==> src/hw/axi_sys_pkg.sv <==
// Shared widths, codes and register map of the AXI to system bus bridge.
// Single-beat 32-bit accesses only; the timeout assumes a slave acking well under 32 cycles.
package axi_sys_pkg;

  // ------------------------------
  // bus widths
  // ------------------------------
  localparam int AXI_AW = 32;  // address, AXI and system side
  localparam int AXI_DW = 32;
  localparam int AXI_IW = 12;  // transaction id
  localparam int AXI_LW = 4;   // AXI3 burst length field
  localparam int AXI_ZW = 3;   // size field
  localparam int AXI_SW = AXI_DW / 8;  // byte strobes and sys_sel

  localparam logic [AXI_ZW-1:0] AXI_SIZE_WORD = 3'd2;  // 4 bytes per beat

  // acknowledge wait limit
  localparam int ACK_TIMEOUT = 32;
  localparam int ACK_CNT_W   = $clog2(ACK_TIMEOUT);

  typedef enum logic [1:0] {
    RESP_OKAY   = 2'd0,
    RESP_SLVERR = 2'd2,
    RESP_DECERR = 2'd3
  } resp_e;

  typedef enum logic [2:0] {
    ST_IDLE,
    ST_WR_REQ,
    ST_RD_REQ,
    ST_WAIT_ACK,
    ST_WR_RESP,
    ST_RD_RESP
  } bridge_state_e;

  // ------------------------------
  // register bank map
  // ------------------------------
  localparam logic [9:0] REG_A_OFS  = 10'h000;
  localparam logic [9:0] REG_B_OFS  = 10'h004;
  localparam logic [9:0] REG_C_OFS  = 10'h008;
  localparam logic [9:0] REG_ID_OFS = 10'h00c;

  localparam logic [AXI_DW-1:0] REG_B_RST  = 32'h1234_5678;
  localparam logic [AXI_DW-1:0] REG_C_RST  = 32'h0000_0505;
  localparam logic [AXI_DW-1:0] REG_ID_VAL = 32'h0b1d_0001;

  localparam int REG_B_ACK_DLY = 3;  // cycles from pulse to ack

endpackage

==> src/hw/axi_req_fsm.sv <==
// Bridge control FSM. One transaction in flight; write and read alternate when both wait.
// AW and W must be presented together, a lone AW or W is never accepted.
`timescale 1ns/1ps

module axi_req_fsm (
  input  logic                  axi_aclk,
  input  logic                  sys_rstn,
  input  logic                  awvalid_i,
  input  logic                  wvalid_i,
  input  logic                  arvalid_i,
  input  logic                  bready_i,
  input  logic                  rready_i,
  input  logic                  size_ok_i,
  input  logic                  len_zero_i,
  input  logic                  sys_ack_i,
  input  logic                  sys_err_i,
  input  logic                  timeout_i,
  output logic                  awready_o,
  output logic                  wready_o,
  output logic                  arready_o,
  output logic                  bvalid_o,
  output logic                  rvalid_o,
  output logic                  capture_wr_o,
  output logic                  capture_rd_o,
  output logic                  issue_wen_o,
  output logic                  issue_ren_o,
  output logic                  timer_start_o,
  output logic                  resp_load_o,
  output axi_sys_pkg::resp_e    resp_sel_o
);

  axi_sys_pkg::bridge_state_e state_q, state_d;
  axi_sys_pkg::bridge_state_e resp_st;
  logic last_wr_q;  // 1 when the current or last access is a write
  logic take_wr;
  logic take_rd;

  // alternate priority when both request types are pending
  assign take_wr = awvalid_i && wvalid_i && (!arvalid_i || !last_wr_q);
  assign take_rd = arvalid_i && !take_wr;
  assign resp_st = last_wr_q ? axi_sys_pkg::ST_WR_RESP : axi_sys_pkg::ST_RD_RESP;

  always_comb begin
    state_d       = state_q;
    awready_o     = 1'b0;
    wready_o      = 1'b0;
    arready_o     = 1'b0;
    bvalid_o      = 1'b0;
    rvalid_o      = 1'b0;
    capture_wr_o  = 1'b0;
    capture_rd_o  = 1'b0;
    issue_wen_o   = 1'b0;
    issue_ren_o   = 1'b0;
    timer_start_o = 1'b0;
    resp_load_o   = 1'b0;
    resp_sel_o    = axi_sys_pkg::RESP_OKAY;
    case (state_q)
      axi_sys_pkg::ST_IDLE: begin
        awready_o    = take_wr;
        wready_o     = take_wr;
        arready_o    = take_rd;
        capture_wr_o = take_wr;
        capture_rd_o = take_rd;
        if (take_wr) state_d = axi_sys_pkg::ST_WR_REQ;
        else if (take_rd) state_d = axi_sys_pkg::ST_RD_REQ;
      end
      axi_sys_pkg::ST_WR_REQ, axi_sys_pkg::ST_RD_REQ: begin
        if (!size_ok_i) begin  // bad size, no bus cycle
          resp_load_o = 1'b1;
          resp_sel_o  = axi_sys_pkg::RESP_SLVERR;
          state_d     = resp_st;
        end else begin
          issue_wen_o   = (state_q == axi_sys_pkg::ST_WR_REQ);
          issue_ren_o   = (state_q == axi_sys_pkg::ST_RD_REQ);
          timer_start_o = 1'b1;
          if (sys_ack_i) begin  // same-cycle ack
            resp_load_o = 1'b1;
            resp_sel_o  = sys_err_i ? axi_sys_pkg::RESP_SLVERR : axi_sys_pkg::RESP_OKAY;
            state_d     = resp_st;
          end else begin
            state_d = axi_sys_pkg::ST_WAIT_ACK;
          end
        end
      end
      axi_sys_pkg::ST_WAIT_ACK: begin
        if (sys_ack_i) begin
          resp_load_o = 1'b1;
          resp_sel_o  = sys_err_i ? axi_sys_pkg::RESP_SLVERR : axi_sys_pkg::RESP_OKAY;
          state_d     = resp_st;
        end else if (timeout_i) begin  // nobody answered
          resp_load_o = 1'b1;
          resp_sel_o  = axi_sys_pkg::RESP_DECERR;
          state_d     = resp_st;
        end
      end
      axi_sys_pkg::ST_WR_RESP: begin
        bvalid_o = 1'b1;
        if (bready_i) state_d = axi_sys_pkg::ST_IDLE;
      end
      axi_sys_pkg::ST_RD_RESP: begin
        rvalid_o = 1'b1;
        if (rready_i) state_d = axi_sys_pkg::ST_IDLE;
      end
      default: state_d = axi_sys_pkg::ST_IDLE;
    endcase
  end

  always_ff @(posedge axi_aclk) begin
    if (!sys_rstn) begin
      state_q   <= axi_sys_pkg::ST_IDLE;
      last_wr_q <= 1'b0;
    end else begin
      state_q <= state_d;
      if (capture_wr_o) last_wr_q <= 1'b1;
      else if (capture_rd_o) last_wr_q <= 1'b0;
    end
  end

  // response held under back-pressure, nothing new taken meanwhile
  a_b_hold: assert property (@(posedge axi_aclk) disable iff (!sys_rstn)
    (bvalid_o && !bready_i) |=> (bvalid_o && !capture_wr_o && !capture_rd_o));
  a_r_hold: assert property (@(posedge axi_aclk) disable iff (!sys_rstn)
    (rvalid_o && !rready_i) |=> (rvalid_o && !capture_wr_o && !capture_rd_o));
  a_one_cmd: assert property (@(posedge axi_aclk) disable iff (!sys_rstn)
    !(issue_wen_o && issue_ren_o));
  // bursts are not supported
  a_len_zero: assert property (@(posedge axi_aclk) disable iff (!sys_rstn)
    (capture_wr_o || capture_rd_o) |=> len_zero_i);

endmodule

==> src/hw/ack_timer.sv <==
// Acknowledge watchdog. Times out ACK_TIMEOUT cycles after start unless ack_i arrives first.
`timescale 1ns/1ps

module ack_timer (
  input  logic axi_aclk,
  input  logic sys_rstn,
  input  logic start_i,
  input  logic ack_i,
  output logic timeout_o
);

  logic [axi_sys_pkg::ACK_CNT_W-1:0] cnt_q;
  logic                              run_q;
  logic                              timeout_q;

  always_ff @(posedge axi_aclk) begin
    if (!sys_rstn) begin
      cnt_q     <= '0;
      run_q     <= 1'b0;
      timeout_q <= 1'b0;
    end else begin
      timeout_q <= 1'b0;
      if (start_i) begin
        cnt_q <= '0;
        run_q <= !ack_i;  // ack in the pulse cycle
      end else if (run_q) begin
        if (ack_i) begin
          run_q <= 1'b0;
        end else if (cnt_q == axi_sys_pkg::ACK_CNT_W'(axi_sys_pkg::ACK_TIMEOUT - 1)) begin
          run_q     <= 1'b0;
          timeout_q <= 1'b1;
        end else begin
          cnt_q <= cnt_q + 1'b1;
        end
      end
    end
  end

  assign timeout_o = timeout_q;

  // a slave must not answer in the very cycle the bridge gives up
  a_no_late_ack: assert property (@(posedge axi_aclk) disable iff (!sys_rstn)
    !(timeout_o && ack_i));

endmodule

==> src/hw/axi_bridge_datapath.sv <==
// Bridge payload registers. Address, data and strobes stay stable until the next capture.
// Reads drive all byte selects; read data is forced to zero on any error response.
`timescale 1ns/1ps

module axi_bridge_datapath (
  input  logic                           axi_aclk,
  input  logic                           sys_rstn,
  input  logic [axi_sys_pkg::AXI_IW-1:0] awid_i,
  input  logic [axi_sys_pkg::AXI_AW-1:0] awaddr_i,
  input  logic [axi_sys_pkg::AXI_LW-1:0] awlen_i,
  input  logic [axi_sys_pkg::AXI_ZW-1:0] awsize_i,
  input  logic [axi_sys_pkg::AXI_DW-1:0] wdata_i,
  input  logic [axi_sys_pkg::AXI_SW-1:0] wstrb_i,
  input  logic [axi_sys_pkg::AXI_IW-1:0] arid_i,
  input  logic [axi_sys_pkg::AXI_AW-1:0] araddr_i,
  input  logic [axi_sys_pkg::AXI_LW-1:0] arlen_i,
  input  logic [axi_sys_pkg::AXI_ZW-1:0] arsize_i,
  input  logic                           capture_wr_i,
  input  logic                           capture_rd_i,
  input  logic                           issue_wen_i,
  input  logic                           issue_ren_i,
  input  logic                           resp_load_i,
  input  axi_sys_pkg::resp_e             resp_sel_i,
  input  logic [axi_sys_pkg::AXI_DW-1:0] sys_rdata_i,
  output logic                           size_ok_o,
  output logic                           len_zero_o,
  output logic [axi_sys_pkg::AXI_AW-1:0] sys_addr_o,
  output logic [axi_sys_pkg::AXI_DW-1:0] sys_wdata_o,
  output logic [axi_sys_pkg::AXI_SW-1:0] sys_sel_o,
  output logic                           sys_wen_o,
  output logic                           sys_ren_o,
  output logic [axi_sys_pkg::AXI_IW-1:0] bid_o,
  output logic [1:0]                     bresp_o,
  output logic [axi_sys_pkg::AXI_IW-1:0] rid_o,
  output logic [axi_sys_pkg::AXI_DW-1:0] rdata_o,
  output logic [1:0]                     rresp_o
);

  logic [axi_sys_pkg::AXI_IW-1:0] id_q;
  logic [axi_sys_pkg::AXI_AW-1:0] addr_q;
  logic [axi_sys_pkg::AXI_DW-1:0] wdata_q;
  logic [axi_sys_pkg::AXI_SW-1:0] strb_q;
  logic [axi_sys_pkg::AXI_ZW-1:0] size_q;
  logic [axi_sys_pkg::AXI_LW-1:0] len_q;
  logic [axi_sys_pkg::AXI_DW-1:0] rdata_q;
  axi_sys_pkg::resp_e             resp_q;

  // ------------------------------
  // request capture
  // ------------------------------
  always_ff @(posedge axi_aclk) begin
    if (capture_wr_i) begin
      id_q    <= awid_i;
      addr_q  <= awaddr_i;
      wdata_q <= wdata_i;
      strb_q  <= wstrb_i;
      size_q  <= awsize_i;
      len_q   <= awlen_i;
    end else if (capture_rd_i) begin
      id_q   <= arid_i;
      addr_q <= araddr_i;
      strb_q <= '1;  // full word on reads
      size_q <= arsize_i;
      len_q  <= arlen_i;
    end
  end

  assign size_ok_o  = (size_q == axi_sys_pkg::AXI_SIZE_WORD);
  assign len_zero_o = (len_q == '0);

  assign sys_addr_o  = addr_q;
  assign sys_wdata_o = wdata_q;
  assign sys_sel_o   = strb_q;
  assign sys_wen_o   = issue_wen_i;
  assign sys_ren_o   = issue_ren_i;

  // ------------------------------
  // response hold
  // ------------------------------
  always_ff @(posedge axi_aclk) begin
    if (!sys_rstn) resp_q <= axi_sys_pkg::RESP_OKAY;
    else if (resp_load_i) resp_q <= resp_sel_i;
  end

  always_ff @(posedge axi_aclk) begin
    if (resp_load_i) begin
      rdata_q <= (resp_sel_i == axi_sys_pkg::RESP_OKAY) ? sys_rdata_i : '0;
    end
  end

  assign bid_o   = id_q;
  assign rid_o   = id_q;
  assign bresp_o = resp_q;
  assign rresp_o = resp_q;
  assign rdata_o = rdata_q;

endmodule

==> src/hw/sys_reg_bank.sv <==
// Small system bus peripheral. Only address bits 9:0 are decoded; unmapped offsets never ack.
// Register B acks REG_B_ACK_DLY cycles late; a write to the ID register returns an error.
`timescale 1ns/1ps

module sys_reg_bank (
  input  logic                           axi_aclk,
  input  logic                           sys_rstn,
  input  logic [axi_sys_pkg::AXI_AW-1:0] sys_addr_i,
  input  logic [axi_sys_pkg::AXI_DW-1:0] sys_wdata_i,
  input  logic [axi_sys_pkg::AXI_SW-1:0] sys_sel_i,
  input  logic                           sys_wen_i,
  input  logic                           sys_ren_i,
  output logic [axi_sys_pkg::AXI_DW-1:0] sys_rdata_o,
  output logic                           sys_ack_o,
  output logic                           sys_err_o
);

  logic [axi_sys_pkg::AXI_DW-1:0]        reg_a;
  logic [axi_sys_pkg::AXI_DW-1:0]        reg_b;
  logic [axi_sys_pkg::AXI_DW-1:0]        reg_c;
  logic [axi_sys_pkg::REG_B_ACK_DLY-1:0] b_dly;  // ack delay line for B
  logic hit_a, hit_b, hit_c, hit_id;
  logic req;

  assign hit_a  = (sys_addr_i[9:0] == axi_sys_pkg::REG_A_OFS);
  assign hit_b  = (sys_addr_i[9:0] == axi_sys_pkg::REG_B_OFS);
  assign hit_c  = (sys_addr_i[9:0] == axi_sys_pkg::REG_C_OFS);
  assign hit_id = (sys_addr_i[9:0] == axi_sys_pkg::REG_ID_OFS);
  assign req    = sys_wen_i || sys_ren_i;

  always_ff @(posedge axi_aclk) begin
    if (!sys_rstn) begin
      reg_a <= '0;
      reg_b <= axi_sys_pkg::REG_B_RST;
      reg_c <= axi_sys_pkg::REG_C_RST;
      b_dly <= '0;
    end else begin
      b_dly <= {b_dly[axi_sys_pkg::REG_B_ACK_DLY-2:0], req && hit_b};
      for (int i = 0; i < axi_sys_pkg::AXI_SW; i++) begin
        if (sys_wen_i && sys_sel_i[i]) begin  // byte lanes
          if (hit_a) reg_a[8*i +: 8] <= sys_wdata_i[8*i +: 8];
          if (hit_b) reg_b[8*i +: 8] <= sys_wdata_i[8*i +: 8];
          if (hit_c) reg_c[8*i +: 8] <= sys_wdata_i[8*i +: 8];
        end
      end
    end
  end

  // ------------------------------
  // read mux and acknowledge
  // ------------------------------
  always_comb begin
    sys_rdata_o = '0;
    sys_ack_o   = 1'b0;
    sys_err_o   = 1'b0;
    if (hit_a) begin
      sys_rdata_o = reg_a;
      sys_ack_o   = req;
    end else if (hit_b) begin
      sys_rdata_o = reg_b;
      sys_ack_o   = b_dly[axi_sys_pkg::REG_B_ACK_DLY-1];
    end else if (hit_c) begin
      sys_rdata_o = reg_c;
      sys_ack_o   = req;
    end else if (hit_id) begin
      sys_rdata_o = axi_sys_pkg::REG_ID_VAL;
      sys_ack_o   = req;
      sys_err_o   = sys_wen_i;  // read-only
    end
  end

endmodule

==> src/hw/axi_sys_top.sv <==
// AXI slave to system bus bridge with the register bank attached.
// Single-beat accesses only; AWLEN/ARLEN must be 0 and WLAST high.
`timescale 1ns/1ps

module axi_sys_top (
  input  logic                           axi_aclk,
  input  logic                           sys_rstn,
  // write address
  input  logic [axi_sys_pkg::AXI_IW-1:0] awid_i,
  input  logic [axi_sys_pkg::AXI_AW-1:0] awaddr_i,
  input  logic [axi_sys_pkg::AXI_LW-1:0] awlen_i,
  input  logic [axi_sys_pkg::AXI_ZW-1:0] awsize_i,
  input  logic                           awvalid_i,
  output logic                           awready_o,
  // write data
  input  logic [axi_sys_pkg::AXI_DW-1:0] wdata_i,
  input  logic [axi_sys_pkg::AXI_SW-1:0] wstrb_i,
  input  logic                           wlast_i,
  input  logic                           wvalid_i,
  output logic                           wready_o,
  // write response
  output logic [axi_sys_pkg::AXI_IW-1:0] bid_o,
  output logic [1:0]                     bresp_o,
  output logic                           bvalid_o,
  input  logic                           bready_i,
  // read address
  input  logic [axi_sys_pkg::AXI_IW-1:0] arid_i,
  input  logic [axi_sys_pkg::AXI_AW-1:0] araddr_i,
  input  logic [axi_sys_pkg::AXI_LW-1:0] arlen_i,
  input  logic [axi_sys_pkg::AXI_ZW-1:0] arsize_i,
  input  logic                           arvalid_i,
  output logic                           arready_o,
  // read data
  output logic [axi_sys_pkg::AXI_IW-1:0] rid_o,
  output logic [axi_sys_pkg::AXI_DW-1:0] rdata_o,
  output logic [1:0]                     rresp_o,
  output logic                           rlast_o,
  output logic                           rvalid_o,
  input  logic                           rready_i
);

  logic size_ok, len_zero, timeout, timer_start;
  logic capture_wr, capture_rd, issue_wen, issue_ren, resp_load;
  axi_sys_pkg::resp_e resp_sel;

  // system bus
  logic [axi_sys_pkg::AXI_AW-1:0] sys_addr;
  logic [axi_sys_pkg::AXI_DW-1:0] sys_wdata;
  logic [axi_sys_pkg::AXI_SW-1:0] sys_sel;
  logic [axi_sys_pkg::AXI_DW-1:0] sys_rdata;
  logic sys_wen, sys_ren, sys_ack, sys_err;

  axi_req_fsm u_axi_req_fsm (
    .axi_aclk     (axi_aclk),     .sys_rstn     (sys_rstn),
    .awvalid_i    (awvalid_i),    .wvalid_i     (wvalid_i),
    .arvalid_i    (arvalid_i),    .bready_i     (bready_i),
    .rready_i     (rready_i),     .size_ok_i    (size_ok),
    .len_zero_i   (len_zero),     .sys_ack_i    (sys_ack),
    .sys_err_i    (sys_err),      .timeout_i    (timeout),
    .awready_o    (awready_o),    .wready_o     (wready_o),
    .arready_o    (arready_o),    .bvalid_o     (bvalid_o),
    .rvalid_o     (rvalid_o),     .capture_wr_o (capture_wr),
    .capture_rd_o (capture_rd),   .issue_wen_o  (issue_wen),
    .issue_ren_o  (issue_ren),    .timer_start_o(timer_start),
    .resp_load_o  (resp_load),    .resp_sel_o   (resp_sel)
  );

  ack_timer u_ack_timer (
    .axi_aclk (axi_aclk),
    .sys_rstn (sys_rstn),
    .start_i  (timer_start),
    .ack_i    (sys_ack),
    .timeout_o(timeout)
  );

  axi_bridge_datapath u_axi_bridge_datapath (
    .axi_aclk    (axi_aclk),    .sys_rstn    (sys_rstn),
    .awid_i      (awid_i),      .awaddr_i    (awaddr_i),
    .awlen_i     (awlen_i),     .awsize_i    (awsize_i),
    .wdata_i     (wdata_i),     .wstrb_i     (wstrb_i),
    .arid_i      (arid_i),      .araddr_i    (araddr_i),
    .arlen_i     (arlen_i),     .arsize_i    (arsize_i),
    .capture_wr_i(capture_wr),  .capture_rd_i(capture_rd),
    .issue_wen_i (issue_wen),   .issue_ren_i (issue_ren),
    .resp_load_i (resp_load),   .resp_sel_i  (resp_sel),
    .sys_rdata_i (sys_rdata),   .size_ok_o   (size_ok),
    .len_zero_o  (len_zero),    .sys_addr_o  (sys_addr),
    .sys_wdata_o (sys_wdata),   .sys_sel_o   (sys_sel),
    .sys_wen_o   (sys_wen),     .sys_ren_o   (sys_ren),
    .bid_o       (bid_o),       .bresp_o     (bresp_o),
    .rid_o       (rid_o),       .rdata_o     (rdata_o),
    .rresp_o     (rresp_o)
  );

  sys_reg_bank u_sys_reg_bank (
    .axi_aclk   (axi_aclk),
    .sys_rstn   (sys_rstn),
    .sys_addr_i (sys_addr),
    .sys_wdata_i(sys_wdata),
    .sys_sel_i  (sys_sel),
    .sys_wen_i  (sys_wen),
    .sys_ren_i  (sys_ren),
    .sys_rdata_o(sys_rdata),
    .sys_ack_o  (sys_ack),
    .sys_err_o  (sys_err)
  );

  assign rlast_o = rvalid_o;  // single beat

  // every accepted write beat must be the last one
  a_wlast: assert property (@(posedge axi_aclk) disable iff (!sys_rstn)
    (wvalid_i && wready_o) |-> wlast_i);

endmodule

==> config.mk <==
export PLATFORM = sky130hd
export DESIGN_NAME = axi_sys_top
export DESIGN_NICKNAME = d
export VERILOG_FILES = /design/src/hw/axi_sys_pkg.sv /design/src/hw/axi_req_fsm.sv /design/src/hw/ack_timer.sv /design/src/hw/axi_bridge_datapath.sv /design/src/hw/sys_reg_bank.sv /design/src/hw/axi_sys_top.sv
export SDC_FILE = /design/constraint.sdc
export NUM_CORES = 1
export LEC_CHECK = 0
export BUFFER_PORTS_ARGS = -buffer_cell sky130_fd_sc_hd__buf_2
export CAP_MARGIN = 40
export CORE_MARGIN = 1.5
export CORE_UTILIZATION = 44
export DETAILED_ROUTE_END_ITERATION = 8
export PLACE_DENSITY_LB_ADDON = 0.2
export SLEW_MARGIN = 5
export SYNTH_ARGS = -nofsm -noshare
export SYNTH_HDL_FRONTEND = slang
export SYNTH_SLANG_ARGS = --single-unit
==> constraint.sdc <==
create_clock -name axi_aclk -period 10.7 [get_ports axi_aclk]
set_input_delay 2.675 -clock axi_aclk [delete_from_list [all_inputs] [get_ports axi_aclk]]
set_output_delay 2.675 -clock axi_aclk [all_outputs]
set_load 0.05 [all_outputs]
# Word-level counts from Yosys, hierarchy flattened
# Cells that the tools add are included.
# classes
n_reduce_logical,35
bitwise_logic,4
n_mux,58
add_sub_neg,1
eq_ne,14
# ops
cell,n
$mux W32,3
$mux W1,30
$mux W3,10
$mux W28,1
$mux W12,2
$reduce_and A2 Y1,12
$eq A10 B4 Y1 const B,2
$mux W10,2
$pmux W3 S5,1
$eq A10 B3 Y1 const B,1
$logic_not A10 Y1,1
$mux W2,5
$eq A3 B2 Y1 const B,3
$logic_and A1 B1 Y1,8
$mux W4,2
$eq A3 B3 Y1 const B,2
$ne A3 B1 Y1 const B,2
$add A5 B1 Y5 const B,1
$eq A5 B5 Y1 const B,1
$logic_not A1 Y1,4
$ne A2 B2 Y1 const B,2
$not A1 Y1,4
$pmux W2 S2,1
$reduce_and A4 Y1,1
other kinds (9),11
# totals
output_inout_bits,66
register_bits,205
input_bits,146

# Depth between registers and ports, before layout
# logic_depth
ltp_word,12
mapped_depth,8

# Cells and area by module
# From an unflattened synthesis, not the netlist that was laid out.
# unflattened
hier_cells,831
area_unflattened_um2,10336.2
# modules_own_cells
mod,cells_each,seq_area_each_um2,instances,area_per_inst_um2
sys_reg_bank,501,1981.9,1,4799.6
axi_bridge_datapath,241,3613.5,1,4793.3
axi_req_fsm,58,80.1,1,420.4
ack_timer,30,140.1,1,315.3
axi_sys_top,1,0.0,1,7.5

# Least setup slack after synthesis
# Ideal clock, no wire load.
# synth_timing
path_type,input -> output
start,input arvalid_i
end,output wready_o
arrival_ps,5017
required_ps,8025
path_slack_ps,3008
cell_stages,5
cell_sequence,nand2_1 nand4_1 clkinv_1 buf_1 buf_4
# synth_via
elab_chain_cells,4
# synth_rtl
element,line_no,text
"start, declared",axi_sys_top.sv:31,"input logic arvalid_i,"
$logic_not A1 Y1,axi_req_fsm.sv:39,assign take_wr = awvalid_i && wvalid_i && (!arvalid_i || !last_wr_q);
$logic_or A1 B1 Y1,axi_req_fsm.sv:39,
$logic_and A1 B1 Y1,axi_req_fsm.sv:39,
$mux W1,-,
"end, declared",axi_sys_top.sv:20,"output logic wready_o,"
# Every way passes these cells.

# Worst setup path after layout
# layout_timing
start,input arvalid_i
end,output awready_o
# layout_via
elab_chain_cells,4
# layout_rtl
element,line_no,text
$logic_not A1 Y1,axi_req_fsm.sv:39,
$logic_or A1 B1 Y1,axi_req_fsm.sv:39,
$logic_and A1 B1 Y1,axi_req_fsm.sv:39,
$mux W1,axi_req_fsm.sv:57,case (state_q)
"end, declared",axi_sys_top.sv:14,"output logic awready_o,"
# Every way passes these cells.

==> results.md <==
* Status: completed
* DRC Markers at 0
* Hold crit path type: flop to flop
* Clk Latency, worst-skew pair at 0.49 ns
* Max clock buf depth at 3
* Largest net degree at the start of global routing at 62
* Clock tree sinks at 205
* CP Class: input pin to output pin
* Worst Tran Pin Value at 0.794 ns
* # hold bufs at CTS at 0
* Design Power at 0.00267 W
* Cell leakage power at 3.89 nW
* Port Buffers at 158
* Pwr Density at 255 nW/µm²
* Top cells by area, synth: edfxtp_1, dfxtp_1, mux2i_1
* Non-Filler Instances at 1,210
* Chip Width at 144 µm
* Highest Clock Rate at 149 MHz
* PnR worst setup slack at 3.97 ns
* Fraction of final layout cells sized beyond drive strength 1 at 27.2%
* Starting Density at 44.9%
* Hold depth at 1
* Fin crit share at 62.9%
* Cell variety after synth at 52
* Sink of the worst hold path: u_sys_reg_bank.b_dly[1]$_SDFF_PN0_
* Via density at 4.93
* Area growth, synth to finish at 19.4%
* Sequential area share after synthesis at 57.5%
* Fin Setup TNS at 0 ns
* Initial antenna violation count at 0
* R2r startpoint: u_axi_bridge_datapath.sys_addr_o[2]$_DFFE_PP_
* # diodes at 0
* Syn Inst Count at 796
* Routed length per instance at 15.3 µm
* Worst slew margin at 46.7%
* Root Buffer: clkbuf_16
* DR pass1 iterations at 4
* GRT Util Overall at 18.3%
* R2R setup slack at 7.70 ns
* Async SR Flop Fraction at 0%
* H-tree depth at 1
* Placement Setup Slack at 3.94 ns
* Num CTS Buffers at 22
* Synth Register Bits at 205
* Most common library cells after synthesis: nand2_1, dfxtp_1, edfxtp_1, mux2i_1, nor2b_1
* Via count at 5,967
* DP Cell Count at 1,170
* CP startpoint kind: input pin
* Clock Skew at 0.00819 ns
* Mean area per synthesized cell at 11.0 µm²
* Top_reg_cell synth: dfxtp_1
* Fin util at 53.6%
* First DRT Iteration DRCs at 244
* Total Wirelength at 18,500 µm
* Final setup violation count at 0
* Die Ht at 144 µm
* Count leader, synth: nand2_1
* Cell Area, Synth at 8760 µm²
* Number of flops mapped to enable cells by yosys at 93
* # Max-Cap Violations at 0
* Reg2Reg Depth at 6
* CTS tree: built
* CP required at 8.03 ns
* CTS resizes at 0
* Arr. time, crit path at 4.05 ns
* FP Rows at 51
* Clock Pin Slew Worst Setup and Hold Paths at 0.06 ns
* Area of the die at 20,800 µm²
* Share of the synthesized area in the top cell type at 31.9%
* Total gr overflow at 0
* Core area at 19,500 µm²
* Synth warn at 0
* Global-route wire length before repair at 29,900 µm
* Worst VDD drop at 0.217 mV
* Final Wtd Congestion at 0.750
* Fin. Hold Viols at 0
* Worst setup path startpoint: arvalid_i
* Largest area contributor in the netlist: edfxtp_1
* Routed Antenna Nets at 0
* Critical Path End Type: output pin
* Post-Syn Nets at 944
* Final HPWL DP at 11,400 µm
* Reg2Reg Capture Point: u_axi_bridge_datapath.rdata_o[26]$_SDFFCE_PP0P_
* Vias in the first global route at 5,903
* Final min period at 6.73 ns
* Crit-path max FO at 59
* Unrepaired setup endpoints after global routing: false
* Total Nets Final at 1,077
* Min-delay src: u_sys_reg_bank.b_dly[0]$_SDFF_PN0_
* Post-CTS Setup Inserts at 0
* Final slew viol count at 0
* Number of I/O pins at 212
==> registers in the layout, indices dropped and copies added, names as in the netlist <==
signal and cells:
u_axi_bridge_datapath.rdata_o 32, u_axi_bridge_datapath.sys_wdata_o 32, u_sys_reg_bank.reg_a 32, u_sys_reg_bank.reg_b 32, u_sys_reg_bank.reg_c 32, u_axi_bridge_datapath.bid_o 12, u_axi_bridge_datapath.sys_addr_o 10, u_ack_timer.cnt_q 5
u_axi_bridge_datapath.sys_sel_o 4, u_axi_bridge_datapath.size_q 3, u_axi_req_fsm.state_q 3, u_sys_reg_bank.b_dly 3, u_axi_bridge_datapath.bresp_o 2, u_ack_timer.run_q 1, u_ack_timer.timeout_o 1, u_axi_req_fsm.last_wr_q 1
==> final cells by class <==
type / instances / area, µm²
Fill cell: 1772 / 9060
Sequential cell: 205 / 5030
Multi-Input combinational cell: 527 / 3390
Timing Repair Buffer: 170 / 913
Clock buffer: 26 / 607
Tap cell: 265 / 332
Clock inverter: 14 / 181
Inverter: 3 / 11.3
==> worst max path at each step <==
stage,to,slack (ns),cells after the start
floorplan,wready_o,3.01,5
global placement,awready_o,3.95,6
detailed placement,awready_o,3.94,6
CTS,awready_o,3.94,6
global route,wready_o,3.85,6
finish,awready_o,3.97,6
==> power breakdown <==
group	internal (W)	leakage [nW]	switching, W
Combinational	0.000190	1.74	0.000628
Sequential	0.000987	1.78	0.0000619
Clock	0.000503	0.373	0.000304
Total	0.00168	3.89	0.000994
==> cells in the final DEF (no fill, tap or decap), drive strengths merged, types with 3 or more instances in the layout <==
cell      Yosys  routed
nor4          6       6
o211ai        4       4
buf          27     170
inv           2       3
a21boi       20      20
o21a          3       3
clkinv        1       5
dfxtp       112     112
o21ai        38      38
and2          4       4
nor2b        63      63
nor2         68      68
clkinvlp      0       5
xor2          3       3
nor3          6       6
nand2b        4       4
edfxtp       93      93
o22ai         8       8
clkbuf       34      26
nand3        20      20
mux2          8       8
nand2       123     123
bufinv        0       4
a21oi        27      27
or2           6       6
and3          3       3
mux2i        91      91
nor3b         3       3
==> layer usage <==
layer	global-route usage, %	wire, µm
met1	25.0	8650
met5	0	0
met2	30.1	8730
met4	4.94	255
met3	2.81	877
==> critical path, stage by stage <==
cell     delay (ns)
buf_2          0.12
nand2_1        0.08
nand4_1        0.13
inv_2          0.07
buf_4          0.57
buf_2          0.39
==> through the flow <==
stage	hold WS, ns	cell area (µm²)
6_report	0.438	10500
5_1_grt	0.457	10500
2_1_floorplan	0.412	8760
3_3_place_gp	0.414	9620
3_5_place_dp	0.425	9680
4_1_cts	0.441	10500
==> kinds of logic (layout without fill, tap and decap cells) <==
family | after synthesis | in the layout | synth area share (%)
flops | 205 | 205 | 57.5
buf+inv | 64 | 213 | 4.01
simple gates | 315 | 315 | 19.0
compound gates | 107 | 107 | 7.37
fa+ha+maj | 2 | 2 | 0.286
xor+xnor | 4 | 4 | 0.400
mux | 99 | 99 | 11.4
Power figures use the tool's default switching activity.
